### src/xl320_pkg.sv
package xl320_pkg;

	// host register select, taken from address[15:8]
	typedef enum logic [7:0] {
		REG_MOTOR_ID      = 8'd52,
		REG_VALUE         = 8'd53,
		REG_MOTOR_ADDRESS = 8'd54,
		REG_INSTRUCTION   = 8'd55,
		REG_SEND          = 8'd56,
		REG_STATUS        = 8'd57
	} reg_sel_e;

	// protocol 2.0 instruction codes
	typedef enum logic [7:0] {
		INST_PING          = 8'h01,
		INST_READ          = 8'h02,
		INST_WRITE         = 8'h03,
		INST_REG_WRITE     = 8'h04,
		INST_ACTION        = 8'h05,
		INST_FACTORY_RESET = 8'h06,
		INST_REBOOT        = 8'h08,
		INST_SYNC_READ     = 8'h82,
		INST_SYNC_WRITE    = 8'h83,
		INST_BULK_READ     = 8'h92,
		INST_BULK_WRITE    = 8'h93
	} dxl_inst_e;

	typedef enum logic [1:0] {
		FR_IDLE,
		FR_SEND,
		FR_START
	} frame_state_e;

	typedef struct packed {
		logic [7:0]  id;
		dxl_inst_e   instruction;
		logic [15:0] address;
		logic [15:0] value;
	} cmd_t;

	localparam logic [7:0]  HEADER_0 = 8'hFF;
	localparam logic [7:0]  HEADER_1 = 8'hFF;
	localparam logic [7:0]  HEADER_2 = 8'hFD;
	localparam logic [7:0]  RESERVED = 8'h00;
	localparam logic [15:0] CRC_POLY = 16'h8005;
	localparam logic [31:0] BAD_READ = 32'hDEADBEEF;

	// control table entries that carry a two byte value
	localparam int NUM_WIDE = 11;
	localparam logic [15:0] WIDE_ADDRS [NUM_WIDE] = '{
		16'd0, 16'd6, 16'd8, 16'd15, 16'd30, 16'd32,
		16'd35, 16'd37, 16'd39, 16'd41, 16'd51
	};

	function automatic logic is_wide_address(input logic [15:0] addr);
		logic wide;
		wide = 1'b0;
		for (int i = 0; i < NUM_WIDE; i++) begin
			if (addr == WIDE_ADDRS[i]) begin
				wide = 1'b1;
			end
		end
		return wide;
	endfunction

endpackage

### src/xl320_cmd_regs.sv
`timescale 1ns/1ps

module xl320_cmd_regs (
	input  logic                i_clock,
	input  logic                i_reset,
	input  logic [15:0]         i_address,
	input  logic                i_write,
	input  logic [31:0]         i_writedata,
	input  logic                i_read,
	input  logic                i_busy,
	output logic [31:0]         o_readdata,
	output logic                o_waitrequest,
	output xl320_pkg::cmd_t     o_cmd,
	output logic                o_send
);

	import xl320_pkg::*;

	reg_sel_e    sel;
	cmd_t        cmd_q;
	logic        send_flag;
	logic        rd_done;
	logic [31:0] rd_mux;
	logic [31:0] readdata_q;

	assign sel = reg_sel_e'(i_address[15:8]);

	// host writes land in one cycle, send fires a pulse on the next
	always_ff @(posedge i_clock or posedge i_reset) begin
		if (i_reset) begin
			cmd_q     <= '0;
			send_flag <= 1'b0;
			o_send    <= 1'b0;
		end else begin
			o_send <= 1'b0;
			if (i_write) begin
				case (sel)
					REG_MOTOR_ID:      cmd_q.id <= i_writedata[7:0];
					REG_VALUE:         cmd_q.value <= i_writedata[15:0];
					REG_MOTOR_ADDRESS: cmd_q.address <= i_writedata[15:0];
					REG_INSTRUCTION:   cmd_q.instruction <= dxl_inst_e'(i_writedata[7:0]);
					REG_SEND: begin
						send_flag <= |i_writedata;
						o_send    <= |i_writedata;
					end
					default: begin
					end
				endcase
			end
		end
	end

	always_comb begin
		case (sel)
			REG_MOTOR_ID:      rd_mux = {24'h0, cmd_q.id};
			REG_VALUE:         rd_mux = {16'h0, cmd_q.value};
			REG_MOTOR_ADDRESS: rd_mux = {16'h0, cmd_q.address};
			REG_INSTRUCTION:   rd_mux = {24'h0, cmd_q.instruction};
			REG_SEND:          rd_mux = {31'h0, send_flag};
			REG_STATUS:        rd_mux = {31'h0, i_busy};
			default:           rd_mux = BAD_READ;
		endcase
	end

	// first read cycle stalls and captures, second one returns the data
	always_ff @(posedge i_clock or posedge i_reset) begin
		if (i_reset) begin
			rd_done <= 1'b0;
		end else begin
			rd_done <= i_read && !rd_done;
		end
	end

	always_ff @(posedge i_clock) begin
		if (i_read && !rd_done) begin
			readdata_q <= rd_mux;
		end
	end

	assign o_readdata    = readdata_q;
	assign o_waitrequest = i_read && !rd_done;
	assign o_cmd         = cmd_q;

	// a stall only comes with a read and never lasts past one cycle
	property p_wait_one_cycle;
		@(posedge i_clock) disable iff (i_reset)
		o_waitrequest |-> i_read ##1 (!i_read || !o_waitrequest);
	endproperty
	a_wait_one_cycle: assert property (p_wait_one_cycle);

endmodule

### src/xl320_crc16.sv
`timescale 1ns/1ps

module xl320_crc16 (
	input  logic        i_clock,
	input  logic        i_reset,
	input  logic        i_clear,
	input  logic        i_byte_valid,
	input  logic [7:0]  i_byte,
	output logic [15:0] o_crc
);

	import xl320_pkg::*;

	logic [15:0] crc_q;

	// msb first, no reflection, eight shifts per byte
	function automatic logic [15:0] crc_step(input logic [15:0] crc, input logic [7:0] data);
		logic [15:0] c;
		c = crc ^ {data, 8'h00};
		for (int i = 0; i < 8; i++) begin
			if (c[15]) begin
				c = {c[14:0], 1'b0} ^ CRC_POLY;
			end else begin
				c = {c[14:0], 1'b0};
			end
		end
		return c;
	endfunction

	always_ff @(posedge i_clock or posedge i_reset) begin
		if (i_reset) begin
			crc_q <= 16'h0000;
		end else if (i_clear) begin
			crc_q <= 16'h0000;
		end else if (i_byte_valid) begin
			crc_q <= crc_step(crc_q, i_byte);
		end
	end

	assign o_crc = crc_q;

	// a frame start and a data byte never share a cycle
	property p_clear_alone;
		@(posedge i_clock) disable iff (i_reset)
		!(i_clear && i_byte_valid);
	endproperty
	a_clear_alone: assert property (p_clear_alone);

endmodule

### src/xl320_ctrl.sv
`timescale 1ns/1ps

module xl320_ctrl #(
	parameter int CLKS_PER_BIT = 50
) (
	input  logic        i_clock,
	input  logic        i_reset,
	input  logic [15:0] i_address,
	input  logic        i_write,
	input  logic [31:0] i_writedata,
	input  logic        i_read,
	output logic [31:0] o_readdata,
	output logic        o_waitrequest,
	output logic        o_serial,
	output logic        o_busy
);

	import xl320_pkg::*;

	cmd_t        cmd;
	logic        send;
	logic        crc_clear;
	logic        crc_byte_valid;
	logic [15:0] crc;
	logic [7:0]  frame_byte;
	logic        tx_start;
	logic        tx_ready;

	xl320_cmd_regs u_cmd_regs (
		.i_clock       (i_clock),
		.i_reset       (i_reset),
		.i_address     (i_address),
		.i_write       (i_write),
		.i_writedata   (i_writedata),
		.i_read        (i_read),
		.i_busy        (o_busy),
		.o_readdata    (o_readdata),
		.o_waitrequest (o_waitrequest),
		.o_cmd         (cmd),
		.o_send        (send)
	);

	xl320_framer u_framer (
		.i_clock          (i_clock),
		.i_reset          (i_reset),
		.i_cmd            (cmd),
		.i_send           (send),
		.i_crc            (crc),
		.i_tx_ready       (tx_ready),
		.o_crc_clear      (crc_clear),
		.o_crc_byte_valid (crc_byte_valid),
		.o_byte           (frame_byte),
		.o_tx_start       (tx_start),
		.o_busy           (o_busy)
	);

	// the crc sees the same byte bus as the serializer
	xl320_crc16 u_crc16 (
		.i_clock      (i_clock),
		.i_reset      (i_reset),
		.i_clear      (crc_clear),
		.i_byte_valid (crc_byte_valid),
		.i_byte       (frame_byte),
		.o_crc        (crc)
	);

	xl320_uart_tx #(
		.CLKS_PER_BIT (CLKS_PER_BIT)
	) u_uart_tx (
		.i_clock  (i_clock),
		.i_reset  (i_reset),
		.i_start  (tx_start),
		.i_byte   (frame_byte),
		.o_ready  (tx_ready),
		.o_serial (o_serial)
	);

endmodule

### src/xl320_framer.sv
`timescale 1ns/1ps

module xl320_framer (
	input  logic                i_clock,
	input  logic                i_reset,
	input  xl320_pkg::cmd_t     i_cmd,
	input  logic                i_send,
	input  logic [15:0]         i_crc,
	input  logic                i_tx_ready,
	output logic                o_crc_clear,
	output logic                o_crc_byte_valid,
	output logic [7:0]          o_byte,
	output logic                o_tx_start,
	output logic                o_busy
);

	import xl320_pkg::*;

	frame_state_e state;
	cmd_t         cmd_q;
	logic         wide_q;
	logic [3:0]   byte_idx;
	logic [3:0]   crc_idx;
	logic [3:0]   done_idx;
	logic [7:0]   cur_byte;
	logic         is_crc;

	// one value byte gives 13 bytes on the wire, two give 14
	assign crc_idx  = wide_q ? 4'd12 : 4'd11;
	assign done_idx = crc_idx + 4'd2;

	always_comb begin
		is_crc   = 1'b0;
		cur_byte = 8'h00;
		if (byte_idx == crc_idx) begin
			cur_byte = i_crc[7:0];
			is_crc   = 1'b1;
		end else if (byte_idx > crc_idx) begin
			cur_byte = i_crc[15:8];
			is_crc   = 1'b1;
		end else begin
			case (byte_idx)
				4'd0:    cur_byte = HEADER_0;
				4'd1:    cur_byte = HEADER_1;
				4'd2:    cur_byte = HEADER_2;
				4'd3:    cur_byte = RESERVED;
				4'd4:    cur_byte = cmd_q.id;
				// length counts the value bytes only
				4'd5:    cur_byte = wide_q ? 8'd2 : 8'd1;
				4'd6:    cur_byte = 8'h00;
				4'd7:    cur_byte = cmd_q.instruction;
				4'd8:    cur_byte = cmd_q.address[7:0];
				4'd9:    cur_byte = cmd_q.address[15:8];
				4'd10:   cur_byte = cmd_q.value[7:0];
				4'd11:   cur_byte = cmd_q.value[15:8];
				default: cur_byte = 8'h00;
			endcase
		end
	end

	always_ff @(posedge i_clock or posedge i_reset) begin
		if (i_reset) begin
			state            <= FR_IDLE;
			byte_idx         <= 4'd0;
			o_crc_clear      <= 1'b0;
			o_crc_byte_valid <= 1'b0;
			o_tx_start       <= 1'b0;
		end else begin
			o_crc_clear      <= 1'b0;
			o_crc_byte_valid <= 1'b0;
			o_tx_start       <= 1'b0;
			case (state)
				FR_IDLE: begin
					// sends are only taken in idle, so one during a frame is dropped
					if (i_send) begin
						state       <= FR_SEND;
						byte_idx    <= 4'd0;
						o_crc_clear <= 1'b1;
					end
				end
				FR_SEND: begin
					if (i_tx_ready) begin
						if (byte_idx == done_idx) begin
							state <= FR_IDLE;
						end else begin
							o_tx_start       <= 1'b1;
							o_crc_byte_valid <= !is_crc;
							state            <= FR_START;
						end
					end
				end
				FR_START: begin
					// the serializer drops ready only after this cycle, so step on and wait in FR_SEND
					byte_idx <= byte_idx + 4'd1;
					state    <= FR_SEND;
				end
				default: begin
					state <= FR_IDLE;
				end
			endcase
		end
	end

	always_ff @(posedge i_clock) begin
		if (state == FR_IDLE && i_send) begin
			cmd_q  <= i_cmd;
			wide_q <= is_wide_address(i_cmd.address);
		end
		if (state == FR_SEND && i_tx_ready) begin
			o_byte <= cur_byte;
		end
	end

	assign o_busy = (state != FR_IDLE);

	// the serializer must still be idle when it sees the start pulse
	property p_start_when_ready;
		@(posedge i_clock) disable iff (i_reset)
		o_tx_start |-> i_tx_ready;
	endproperty
	a_start_when_ready: assert property (p_start_when_ready);

endmodule

### src/xl320_uart_tx.sv
`timescale 1ns/1ps

module xl320_uart_tx #(
	parameter int CLKS_PER_BIT = 50
) (
	input  logic       i_clock,
	input  logic       i_reset,
	input  logic       i_start,
	input  logic [7:0] i_byte,
	output logic       o_ready,
	output logic       o_serial
);

	localparam int CNT_W = $clog2(CLKS_PER_BIT + 1);
	localparam logic [CNT_W-1:0] LAST_CNT = CNT_W'(CLKS_PER_BIT - 1);

	typedef enum logic [1:0] {
		TX_IDLE,
		TX_START,
		TX_DATA,
		TX_STOP
	} tx_state_e;

	tx_state_e        state;
	logic [CNT_W-1:0] clk_cnt;
	logic [2:0]       bit_idx;
	logic [7:0]       data_q;
	logic             bit_end;

	assign bit_end = (clk_cnt == LAST_CNT);

	always_ff @(posedge i_clock or posedge i_reset) begin
		if (i_reset) begin
			state    <= TX_IDLE;
			clk_cnt  <= '0;
			bit_idx  <= 3'd0;
			o_serial <= 1'b1;
		end else begin
			clk_cnt <= bit_end ? '0 : clk_cnt + 1'b1;
			case (state)
				TX_IDLE: begin
					clk_cnt <= '0;
					if (i_start) begin
						state    <= TX_START;
						o_serial <= 1'b0;
					end
				end
				TX_START: begin
					if (bit_end) begin
						state    <= TX_DATA;
						bit_idx  <= 3'd0;
						o_serial <= data_q[0];
					end
				end
				TX_DATA: begin
					if (bit_end) begin
						bit_idx <= bit_idx + 3'd1;
						if (bit_idx == 3'd7) begin
							state    <= TX_STOP;
							o_serial <= 1'b1;
						end else begin
							o_serial <= data_q[bit_idx + 3'd1];
						end
					end
				end
				TX_STOP: begin
					if (bit_end) begin
						state <= TX_IDLE;
					end
				end
				default: begin
					state <= TX_IDLE;
				end
			endcase
		end
	end

	always_ff @(posedge i_clock) begin
		if (state == TX_IDLE && i_start) begin
			data_q <= i_byte;
		end
	end

	assign o_ready = (state == TX_IDLE);

	// line rests at mark level between bytes
	a_idle_high: assert property (@(posedge i_clock) disable iff (i_reset)
		(state == TX_IDLE) |-> o_serial);

endmodule

### config.mk
export PLATFORM = sky130hd
export DESIGN_NAME = xl320_ctrl
export DESIGN_NICKNAME = d
export VERILOG_FILES = /design/src/xl320_pkg.sv /design/src/xl320_cmd_regs.sv /design/src/xl320_crc16.sv /design/src/xl320_ctrl.sv /design/src/xl320_framer.sv /design/src/xl320_uart_tx.sv
export SDC_FILE = /design/constraint.sdc
export NUM_CORES = 1
export LEC_CHECK = 0
export BUFFER_PORTS_ARGS = -buffer_cell sky130_fd_sc_hd__buf_4
export CAP_MARGIN = 20
export CORE_ASPECT_RATIO = 2
export CORE_MARGIN = 2
export CORE_UTILIZATION = 55
export DETAILED_ROUTE_END_ITERATION = 6
export GPL_TIMING_DRIVEN = 0
export HOLD_SLACK_MARGIN = 0.08
export PLACE_DENSITY = 0.78
export REMOVE_ABC_BUFFERS = 1
export SYNTH_ARGS = -nofsm -noshare
export SYNTH_HDL_FRONTEND = slang
export SYNTH_SLANG_ARGS = --single-unit
### constraint.sdc
create_clock -name i_clock -period 4.5 [get_ports i_clock]
set_input_delay 0.225 -clock i_clock [delete_from_list [all_inputs] [get_ports i_clock]]
set_output_delay 0.225 -clock i_clock [all_outputs]
set_load 0.01 [all_outputs]
# Yosys cells after proc, flatten, opt, wreduce, memory -nomap -nowiden
# Index checks and enable logic that the tools add are counted.
[classes]
add_sub_neg = 4
n_mul = 0
div_mod_pow = 0
n_lt_le_gt_ge = 2
eq_ne = 41
shift = 0
n_mux = 67
n_bitwise = 9
reduce_logical = 28
[ops]
columns = ["op", "n"]
rows = [
  ["two-way mux 16 bit", 24],
  ["case mux 32 bit (6 select lines)", 1],
  ["equality test 16 x 6 -> 1 bit (second input constant)", 6],
  ["case mux 8 bit (9 select lines)", 1],
  ["equality test 8 x 6 -> 1 bit (second input constant)", 6],
  ["equality test 16 x 4 -> 1 bit (second input constant)", 2],
  ["OR reduction 32 bit", 1],
  ["NOT 3 bit", 8],
  ["two-way mux 1 bit", 18],
  ["two-way mux 2 bit", 9],
  ["equality test 16 x 3 -> 1 bit (second input constant)", 1],
  ["equality test 16 x 5 -> 1 bit (second input constant)", 1],
  ["equality test 4 bit (second input constant)", 4],
  ["logical NOT 16 bit", 1],
  ["two-way mux 8 bit", 2],
  ["XOR 16 bit", 1],
  ["AND reduction 2 bit", 7],
  ["equality test 4 x 3 -> 1 bit (second input constant)", 3],
  ["two-way mux 6 bit", 2],
  ["!= test 2 x 1 -> 1 bit (second input constant)", 5],
  ["OR reduction 10 bit", 1],
  ["two-way mux 3 bit", 3],
  ["equality test 4 bit", 2],
  ["case mux 2 bit (4 select lines)", 1],
  ["other kinds (29)", 41],
]
[word_totals]
regBits = 185
latchBits = 0
ramBits = 0
mem_bits_ro = 0
elab_cells = 176
memories = 0

# Depth between registers and ports, before layout
# Gate-level depths: netlist (run 1).
[logic_depth]
word_depth = 33
ltp_mapped = 9

# Hierarchy
# Synthesis (run 1) repeated with hierarchy kept, for this count alone.
[hier_totals]
hier_cells = 608
area_unflattened_um2 = 8112.8
[by_module_without_submodules]
columns = ["mod", "n_inst", "cells_each", "area_per_inst_um2", "seq_area_each_um2"]
rows = [
  ["xl320_cmd_regs", 1, 217, 3216.8, 1786.7],
  ["xl320_framer", 1, 227, 2992.9, 1936.9],
  ["xl320_uart_tx", 1, 85, 1016.0, 541.8],
  ["xl320_crc16", 1, 79, 887.1, 400.4],
]

# Worst setup path before layout (run 1)
# OpenSTA, ideal clock, no wires.
[synth_timing]
path_kind = "reg-to-reg"
from = "reg u_framer.state[0]"
to = "reg u_framer.cmd_q[0] (netlist name), enable pin"
setup_time_ps = 457
arrival_ps = 2789
required_time_ps = 4043
path_slack_ps = 1254
stages_incl_launch_ff = 3
path_buffers = 0
period_less_slack_ps = 3246
path_cell_list = "dfrtp_1 > or2_1 > nor2_1"
[synth_between]
elab_chain_cells = 2
[synth_lines]
columns = ["element", "line", "text"]
rows = [
  ["start: declaration", "xl320_framer.sv:19", "frame_state_e state;"],
  ["start signal: assignment", "xl320_framer.sv:63", "state <= FR_IDLE;"],
  ["start signal: assignment", "xl320_framer.sv:76", "state <= FR_SEND;"],
  ["start signal: assignment", "xl320_framer.sv:84", "state <= FR_IDLE;"],
  ["logical NOT 2 bit", "xl320_framer.sv:105", "if (state == FR_IDLE && i_send) begin"],
  ["logical AND 1 bit", "xl320_framer.sv:105", ""],
  ["end signal: assignment", "xl320_framer.sv:106", "cmd_q <= i_cmd;"],
  ["end: declaration", "xl320_framer.sv:20", "cmd_t cmd_q;"],
]
# No other way between the ends.
# A chain may end at the register's enable or synchronous reset.

# Worst setup path after layout (run 1)
[layout_timing]
from = "reg u_framer.byte_idx[0]"
to = "reg u_framer.o_byte[5], data pin"
[layout_between]
elab_chain_cells = 5
word_cells_on_any_way = 16
cone_classes = "order compare: 1; eq/ne: 10; mux: 3; reduce/logical: 2"
[layout_lines]
columns = ["element", "line", "text"]
rows = [
  ["start: declaration", "xl320_framer.sv:22", "logic [3:0] byte_idx;"],
  ["start signal: assignment", "xl320_framer.sv:94", "byte_idx <= byte_idx + 4'd1;"],
  ["equality test 4 x 1 -> 1 bit / logical NOT 4 bit (equally long branches)", "xl320_framer.sv:42", "case (byte_idx)"],
  ["OR reduction 2 bit (no line)", "n/a", ""],
  ["case mux 8 bit (9 select lines)", "xl320_framer.sv:42", ""],
  ["two-way mux 8 bit", "xl320_framer.sv:38", "end else if (byte_idx > crc_idx) begin"],
  ["two-way mux 8 bit (*)", "xl320_framer.sv:35", "if (byte_idx == crc_idx) begin"],
  ["named net u_framer.cur_byte[5]", "xl320_framer.sv:25", "logic [7:0] cur_byte;"],
  ["end signal: assignment", "xl320_framer.sv:110", "o_byte <= cur_byte;"],
  ["end: declaration", "xl320_framer.sv:12", "output logic [7:0] o_byte,"],
]
# The timed path passes the listed nets; every way through them passes the cells marked *.

==> metrics.md, run 1 <==
| Metric | Value |
|---|---|
| Outcome | complete, no violations |
| Critical path type | reg -> reg |
| YS warnings | 0 |
| Nets@finish | 730 |
| Nature of the critical path startpoint | flip-flop |
| Via count | 5,167 |
| Post-Synth Adder-Cell Area | 0.02430 |
| Register area | 4666 um2 |
| Clock Path Buffers | 2 |
| Area Overhead vs Synth | 17.87% |
| RSZ-0062 raised after global routing | no |
| Dpl hpwl | around 13 mm |
| CTS resizes | 0 |
| Register area share after synthesis | 0.6042 |
| Avg WL per Cell | 20.37 um |
| Static leakage | around 3.8 nW |
| VDD IR max | 0.3770 mV |
| Core Footprint | 13,810 um2 |
| Largest family of logic cells by synthesized area | compound AO/OA/AOI/OAI gates |
| Worst-Margin Slew | 1014 ps |
| Clock Pin Slew Worst Setup and Hold Paths | ~70 ps |
| Max_slew headroom | 0.3185 |
| Fmax | 371.1 MHz |
| Commonest non-fill, non-tap cells in the layout | 87 x dfrtp_1, 82 x edfxtp_1, 73 x buf_4, 44 x nor2_1, 44 x mux2_1 |
| Synth Flop Type | dfrtp_1 |
| Multiplexer share of the synthesized area | 0.1032 |
| Largest net degree at the start of global routing | between 50 and 60 |
| # clock sinks | 170 |
| Cell count after synthesis | 587 |
| First-pass GRT wire length | 27.99 mm |
| Root Driver | clkbuf_16 |
| Worst min-delay path startpoint | i_writedata[6] |
| Post-synth EDFFs | 82 |
| Number of antenna diodes | 0 |
| Cell area after synthesis | 7722 um2 |
| Number of I/O port buffers | 73 |
| CTS Buf Count | 17 |
| Maxcap violations | 0 |
| CTS tree | yes |
| Req. time, crit path | approximately 4600 ps |
| Max-slew violation count | 0 |
| Skew final | 10.93 ps |
| R2r startpoint | u_framer.byte_idx[0]$_DFFE_PP0P_ |
| # fillers | between 1,000 and 1,500 |
| Die height | 171.6 um |
| Synth Area in Compound Gates | 0.1089 |
| Routed Antenna Nets | 0 |
| Pre-CTS setup slack | 1205 ps |
| Min-delay worst type | in -> reg |
| Leading cell type in the layout, fill and taps excluded | dfrtp_1 |
| Residual DRC | 0 |
| DRT Wirelength | 17.62 mm |
| Total gr overflow | 0 |
| Final period util | 0.5988 |
| CTS Hold Buffers Added | 16 |
| Ports | 87 |
| Later-pin clock latency in the skew report | between 400 and 500 ps |
| Critical Path AT | 2830 ps |
| Total track usage | 0.2500 |
| Final hold vios | 0 |
| CP Max Fanout | 18 |
| Slack of the critical path | 1805 ps |
| Multi-input gate area | 2779 um2 |
| Core Util, Final | 0.6589 |
| Die width | 87.79 um |
| Vias in the first global route | 5,368 |
| Via/cell ratio | 5.973 |
| Cell variety after synth | 60 |
| Critical path capture point type | flip-flop |
| PwrDens | between 400 and 500 nW/um2 |
| Site row count | 61 |
| Drt initial violations | 292 |
| Drt pass-1 iters | 5 |
| Initial Utilization | 0.5590 |
| Final setup TNS | 0 ps |
| #FFs+latches synth | 170 |
| Avg Cell Area, Syn | 13.16 um2 |
| Min Tclk post-route | 2695 ps |
| Post-Synth XOR/XNOR Area | 0.03224 |
| Async SR Flop Fraction | 0.5176 |
| CP startpoint | u_framer.byte_idx[0]$_DFFE_PP0P_ |
| Share of cells above drive strength 1 | 0.1982 |
| CTS H-tree depth | 4 |
| Setup Viol. Count Final | 0 |
| Synth Area in Simple Gates | 0.08749 |
| Routability cong. | 0.9298 |
| # Post-CTS Setup Buffers | 0 |
| Antenna violations before repair | 0 |
| Die ar. | 15,060 um2 |
## critical path, stage by stage (launching register included)
cell and delay (ps):
dfrtp_1 440, inv_1 110, ha_1 440, nor3_1 590, nor3_1 190, a21oi_1 250
o21ai_1 120, a22oi_1 170, a21oi_1 90
## metal layers
metal / vias up / wire, um / track usage
li1: 2333 / - / -
met1: 2609 / 5909 / 0.2532
met2: 167 / 10240 / 0.4684
met3: 58 / 566 / 0.03503
met4: 0 / 911 / 0.1458
met5: - / 0 / 0
## stage by stage
stage | hold slack, ps | cell area [um2] | total power, W | cells
after global routing | 90.01 | 9102 | 0.004626 | 865
after CTS | 88.22 | 9091 | 0.004417 | 864
after detailed placement | 283.0 | 8347 | 0.002985 | 816
final | 106.4 | 9102 | 0.004408 | 865
after global placement | 455.2 | 8272 | 0.002924 | 813
after floorplan | 356.7 | 7487 | 0.002676 | 551
## path summary, 6_finish.rpt
path,cells after the start,to,slack (ps)
max,8,u_framer.o_byte[5]$_DFFE_PP_,1810
min,2,u_cmd_regs.o_cmd[22]$_DFFE_PP0P_,110
max reg2reg,8,u_framer.o_byte[5]$_DFFE_PP_,1810
min reg2reg,0,u_uart_tx.data_q[7]$_DFFE_PP_,480
max in group asynchronous,4,u_cmd_regs.o_cmd[23]$_DFFE_PP0P_,3470
min in group asynchronous,3,u_uart_tx.clk_cnt[3]$_DFF_PP0_,380
## flip-flops by register name, indices dropped and copies added, names as in the netlist, 2 cells and up
name / count
u_uart_tx.clk_cnt: 6
u_crc16.o_crc: 16
u_framer.byte_idx: 4
u_cmd_regs.o_readdata: 17
u_uart_tx.state: 2
u_uart_tx.data_q: 8
u_cmd_regs.o_cmd: 48
u_framer.cmd_q: 48
u_framer.state: 2
u_framer.o_byte: 8
u_uart_tx.bit_idx: 3
## synthesized netlist by cell type, drive strengths merged (3+ instances only)
master | n | area (um2)
o21bai | 4 | 30.03
a211oi | 10 | 80.07
a221oi | 4 | 35.03
nor2 | 45 | 168.9
xor2 | 4 | 42.55
nor3 | 7 | 35.03
inv | 14 | 52.55
mux2i | 11 | 110.1
a21oi | 20 | 100.1
nor2b | 8 | 50.05
mux2 | 57 | 641.9
edfxtp | 82 | 2462
o22ai | 5 | 31.28
nor4 | 11 | 68.82
a22oi | 18 | 135.1
a221o | 6 | 60.06
a222oi | 3 | 30.03
buf | 22 | 162.6
nand2b | 9 | 56.30
ha | 15 | 187.7
dfrtp | 87 | 2177
a22o | 16 | 140.1
o21ai | 14 | 70.06
nand3 | 12 | 60.06
xnor2 | 20 | 182.7
o21a | 4 | 30.03
and2 | 4 | 25.02
nand4 | 3 | 18.77
clkbuf | 18 | 87.59
nand2 | 28 | 112.6
## cell families (layout without fill, tap and decap cells)
| family | Yosys count | count (layout) |
|---|---|---|
| adders and majority gates | 15 | 15 |
| muxes | 70 | 70 |
| DFF | 170 | 170 |
| other | 1 | 5 |
| buffers and inverters | 54 | 139 |
| xor gates and xnor gates | 25 | 25 |
| and+or+nand+nor | 136 | 136 |
| AOI/OAI and AO/OA | 116 | 116 |
## final cells by class
class                   instances  share of cell area
flip-flops and latches        170              0.5126
multi-input cells             367              0.3053
repair buffers                 93             0.08591
clock buffers                  20             0.05141
well taps                     189             0.02598
clock inverters                12             0.01278
inverters                      14            0.006048
## power by group
| part | switching (W) | total [W] | leakage [nW] | internal, W |
|---|---|---|---|---|
| logic | 0.000564 | 0.00103 | 1.57 | 0.000468 |
| registers | 0.000154 | 0.00195 | 1.90 | 0.00179 |
| clock network | 0.000645 | 0.00143 | 0.288 | 0.000782 |
| total | 0.00136 | 0.00441 | 3.77 | 0.00304 |
Note: power is estimated with default switching activity, not from simulation.
==> run 2: changes to the inputs <==
clock period = 2.5 ns   (was 4.5 ns; I/O delays follow)
==> run 2 against run 1 <==
Clock power up 80%. Combinational power up 86%. Sequential power up 80%. Critical endpoint is now u_framer.o_byte[4]$_DFFE_PP_. Cell count up 0.58%. Setup slack worse by 1700 ps. Global-route usage up 0.11 points.
==> metrics.md, run 2 (same netlist as run 1, synthesis figures left out) <==
| Metric | Value |
|---|---|
| CTS tree | yes |
| Fin area | 9186 um2 (+0.92%) |
| Reg2Reg Depth | 8 (unchanged) |
| Fmax | 421.7 MHz (+14%) |
| Routability cong. | 0.9298 (unchanged) |
| Initial Utilization | 0.5590 (unchanged) |
| Min Tclk post-route | 2371 ps (-323.5 ps) |
| Slack of the critical path | 128.7 ps (-1677 ps) |
| Critical path capture point type | flip-flop |
| # clock sinks | 170 (unchanged) |
| Critical-path cell list | ha_1, nor2b_1, o21a_1, o21a_1, a211oi_4, buf_4, a22oi_1, a21oi_1 |
| Drt initial violations | 282 (-3.4%) |
| Pre-CTS setup slack | -694.8 ps (-1900 ps) |
| CP top delay family | compound AO/OA/AOI/OAI gates |
| Critical path type | reg -> reg |
| Root Driver | clkbuf_16 |
| VDD IR max | 0.6883 mV (+83%) |
| Critical Path AT | 2620 ps (-210 ps) |
| Die ar. | 15,060 um2 (unchanged) |
| Pwr Total | 0.008002 W (+82%) |
| Antenna violations before repair | 0 (unchanged) |
| Clock Path Buffers | 2 (unchanged) |
| Via/cell ratio | 5.994 (+0.35%) |
| Die height | 171.6 um (unchanged) |
| Avg WL per Cell | 20.38 um (about the same) |
| Critical Path Slowest Stage Cell | edfxtp_1 |
| Max-slew violation count | 0 (unchanged) |
| Die width | 87.79 um (unchanged) |
| CP Depth | 8 (unchanged) |
| Final setup TNS | 0 ps (unchanged) |
| Total track usage | 0.2512 (+0.001134) |
| Dpl hpwl | 12.92 mm (unchanged) |
| CTS H-tree depth | 4 (unchanged) |
| Final period util | 0.9485 (+0.3497) |
| Static leakage | 3.788 nW (+0.61%) |
| Residual DRC | 0 (unchanged) |
| First-pass GRT wire length | 28.14 mm (+0.54%) |
| Via count | 5,215 (+0.93%) |
| Total gr overflow | 0 (unchanged) |
| Ports | 87 (unchanged) |
| Max_slew headroom | 0.3032 (-0.01533) |
| Largest net degree at the start of global routing | 55 (unchanged) |
| Min-delay worst type | in -> reg |
| Maxcap violations | 0 (unchanged) |
| Nets@finish | 735 (+0.68%) |
| Nature of the critical path startpoint | flip-flop |
| Area Overhead vs Synth | 18.96% |
| Skew final | 10.26 ps (-0.6695 ps) |
| WP buf/inv | 1 (unchanged) |
| Max incr delay on CP | 480 ps (-110 ps) |
| Number of I/O port buffers | 73 (unchanged) |
| Core Footprint | 13,810 um2 (unchanged) |
| Outcome | complete, no violations |
| DRT Wirelength | 17.73 mm (+0.62%) |
| Share of cells above drive strength 1 | 0.2070 (+0.008824) |
| Vias in the first global route | 5,393 (+0.47%) |
| PwrDens | 871.0 nW/um2 (+80%) |
| Final hold vios | 0 (unchanged) |
| Site row count | 61 (unchanged) |
| Worst-Margin Slew | 1037 ps (+22.82 ps) |
| Req. time, crit path | 2750 ps (-1880 ps) |
| Leading cell type in the layout, fill and taps excluded | dfrtp_1 |
| CTS Buf Count | 17 (unchanged) |
| Number of antenna diodes | 0 (unchanged) |
| RSZ-0062 raised after global routing | no |
| Later-pin clock latency in the skew report | 420 ps (about the same) |
| Drt pass-1 iters | 5 (unchanged) |
| Routed Antenna Nets | 0 (unchanged) |
| Commonest non-fill, non-tap cells in the layout | 86 x dfrtp_1, 82 x edfxtp_1, 74 x buf_4, 44 x nor2_1, 44 x mux2_1 |
| Dpl cell area | 8347 um2 (unchanged) |
| Setup Viol. Count Final | 0 (unchanged) |
| CP Max Fanout | 10 (-8) |
| Clock Pin Slew Worst Setup and Hold Paths | 70 ps (about the same) |
| WHS Path Cells | 4 (+2) |
| Most frequent CP cell | o21a_1 |
==> run 2: worst paths after layout <==
path	end	start	slack, ps
worst max-delay path	u_framer.o_byte[4]$_DFFE_PP_	u_framer.wide_q$_SDFFCE_PP1P_	130
worst min register to register	u_uart_tx.data_q[6]$_DFFE_PP_	u_framer.o_byte[6]$_DFFE_PP_	470
worst min-delay path	u_cmd_regs.o_send$_DFF_PP0_	i_address[9]	110
min in group asynchronous	u_uart_tx.clk_cnt[3]$_DFF_PP0_	i_reset	280
max in group asynchronous	u_cmd_regs.o_cmd[23]$_DFFE_PP0P_	i_reset	1580
worst max register to register	u_framer.o_byte[4]$_DFFE_PP_	u_framer.wide_q$_SDFFCE_PP1P_	130
==> run 2: layout make-up <==
| class | instances | area [um2] |
|---|---|---|
| Tap cell | 189 | 236.5 |
| Sequential cell | 170 | 4667 |
| Inverter | 14 | 55.05 |
| Timing Repair Buffer | 98 | 828.3 |
| Fill cell | 979 | 4628 |
| Multi-Input combinational cell | 367 | 2815 |
| Clock inverter | 12 | 116.4 |
| Clock buffer | 20 | 467.9 |
==> run 2: worst reg2reg max path, cell delays in order (launching register included) <==
cell and delay (ps):
edfxtp_1 480, ha_1 350, nor2b_1 140, o21a_1 170
o21a_1 330, a211oi_4 260, buf_4 190, a22oi_1 70
a21oi_1 210
==> run 2: power by group <==
part           total (W)  internal (W)  switching (W)  leakage, nW
Combinational    0.00192      0.000886        0.00103         1.60
Clock            0.00258       0.00141        0.00117        0.288
Sequential       0.00351       0.00323       0.000279         1.90
Total            0.00800       0.00552        0.00248         3.79
==> run 2: repair_timing <==
item | CTS | global route
hold buffers | 21 | 0
cloned | 0 | 0
hold endpoints to repair | 83 | 0
resized for setup | 6 | 4
endpoints found under the setup margin | 24 | 23
pin swaps | 0 | 1
buffers inserted | 0 | 1
==> run 2: layer usage <==
metal	global-route usage	part of all wire	vias to the layer above
met5	0	0	-
met4	0.1418	0.051	0
met3	0.03551	0.033	57
met2	0.4723	0.58	176
met1	0.2546	0.33	2644
li1	-	-	2338
==> run 2: metrics by stage <==
| stage | instances | hold slack [ps] | utilization |
|---|---|---|---|
| finish | 870 | 114.1 | 0.6650 |
| global route | 870 | 134.3 | 0.6650 |
| CTS | 869 | 92.27 | 0.6634 |
| detailed placement | 816 | 183.0 | 0.6042 |
| global placement | 813 | 357.1 | 0.5988 |
| floorplan | 551 | 256.7 | - |
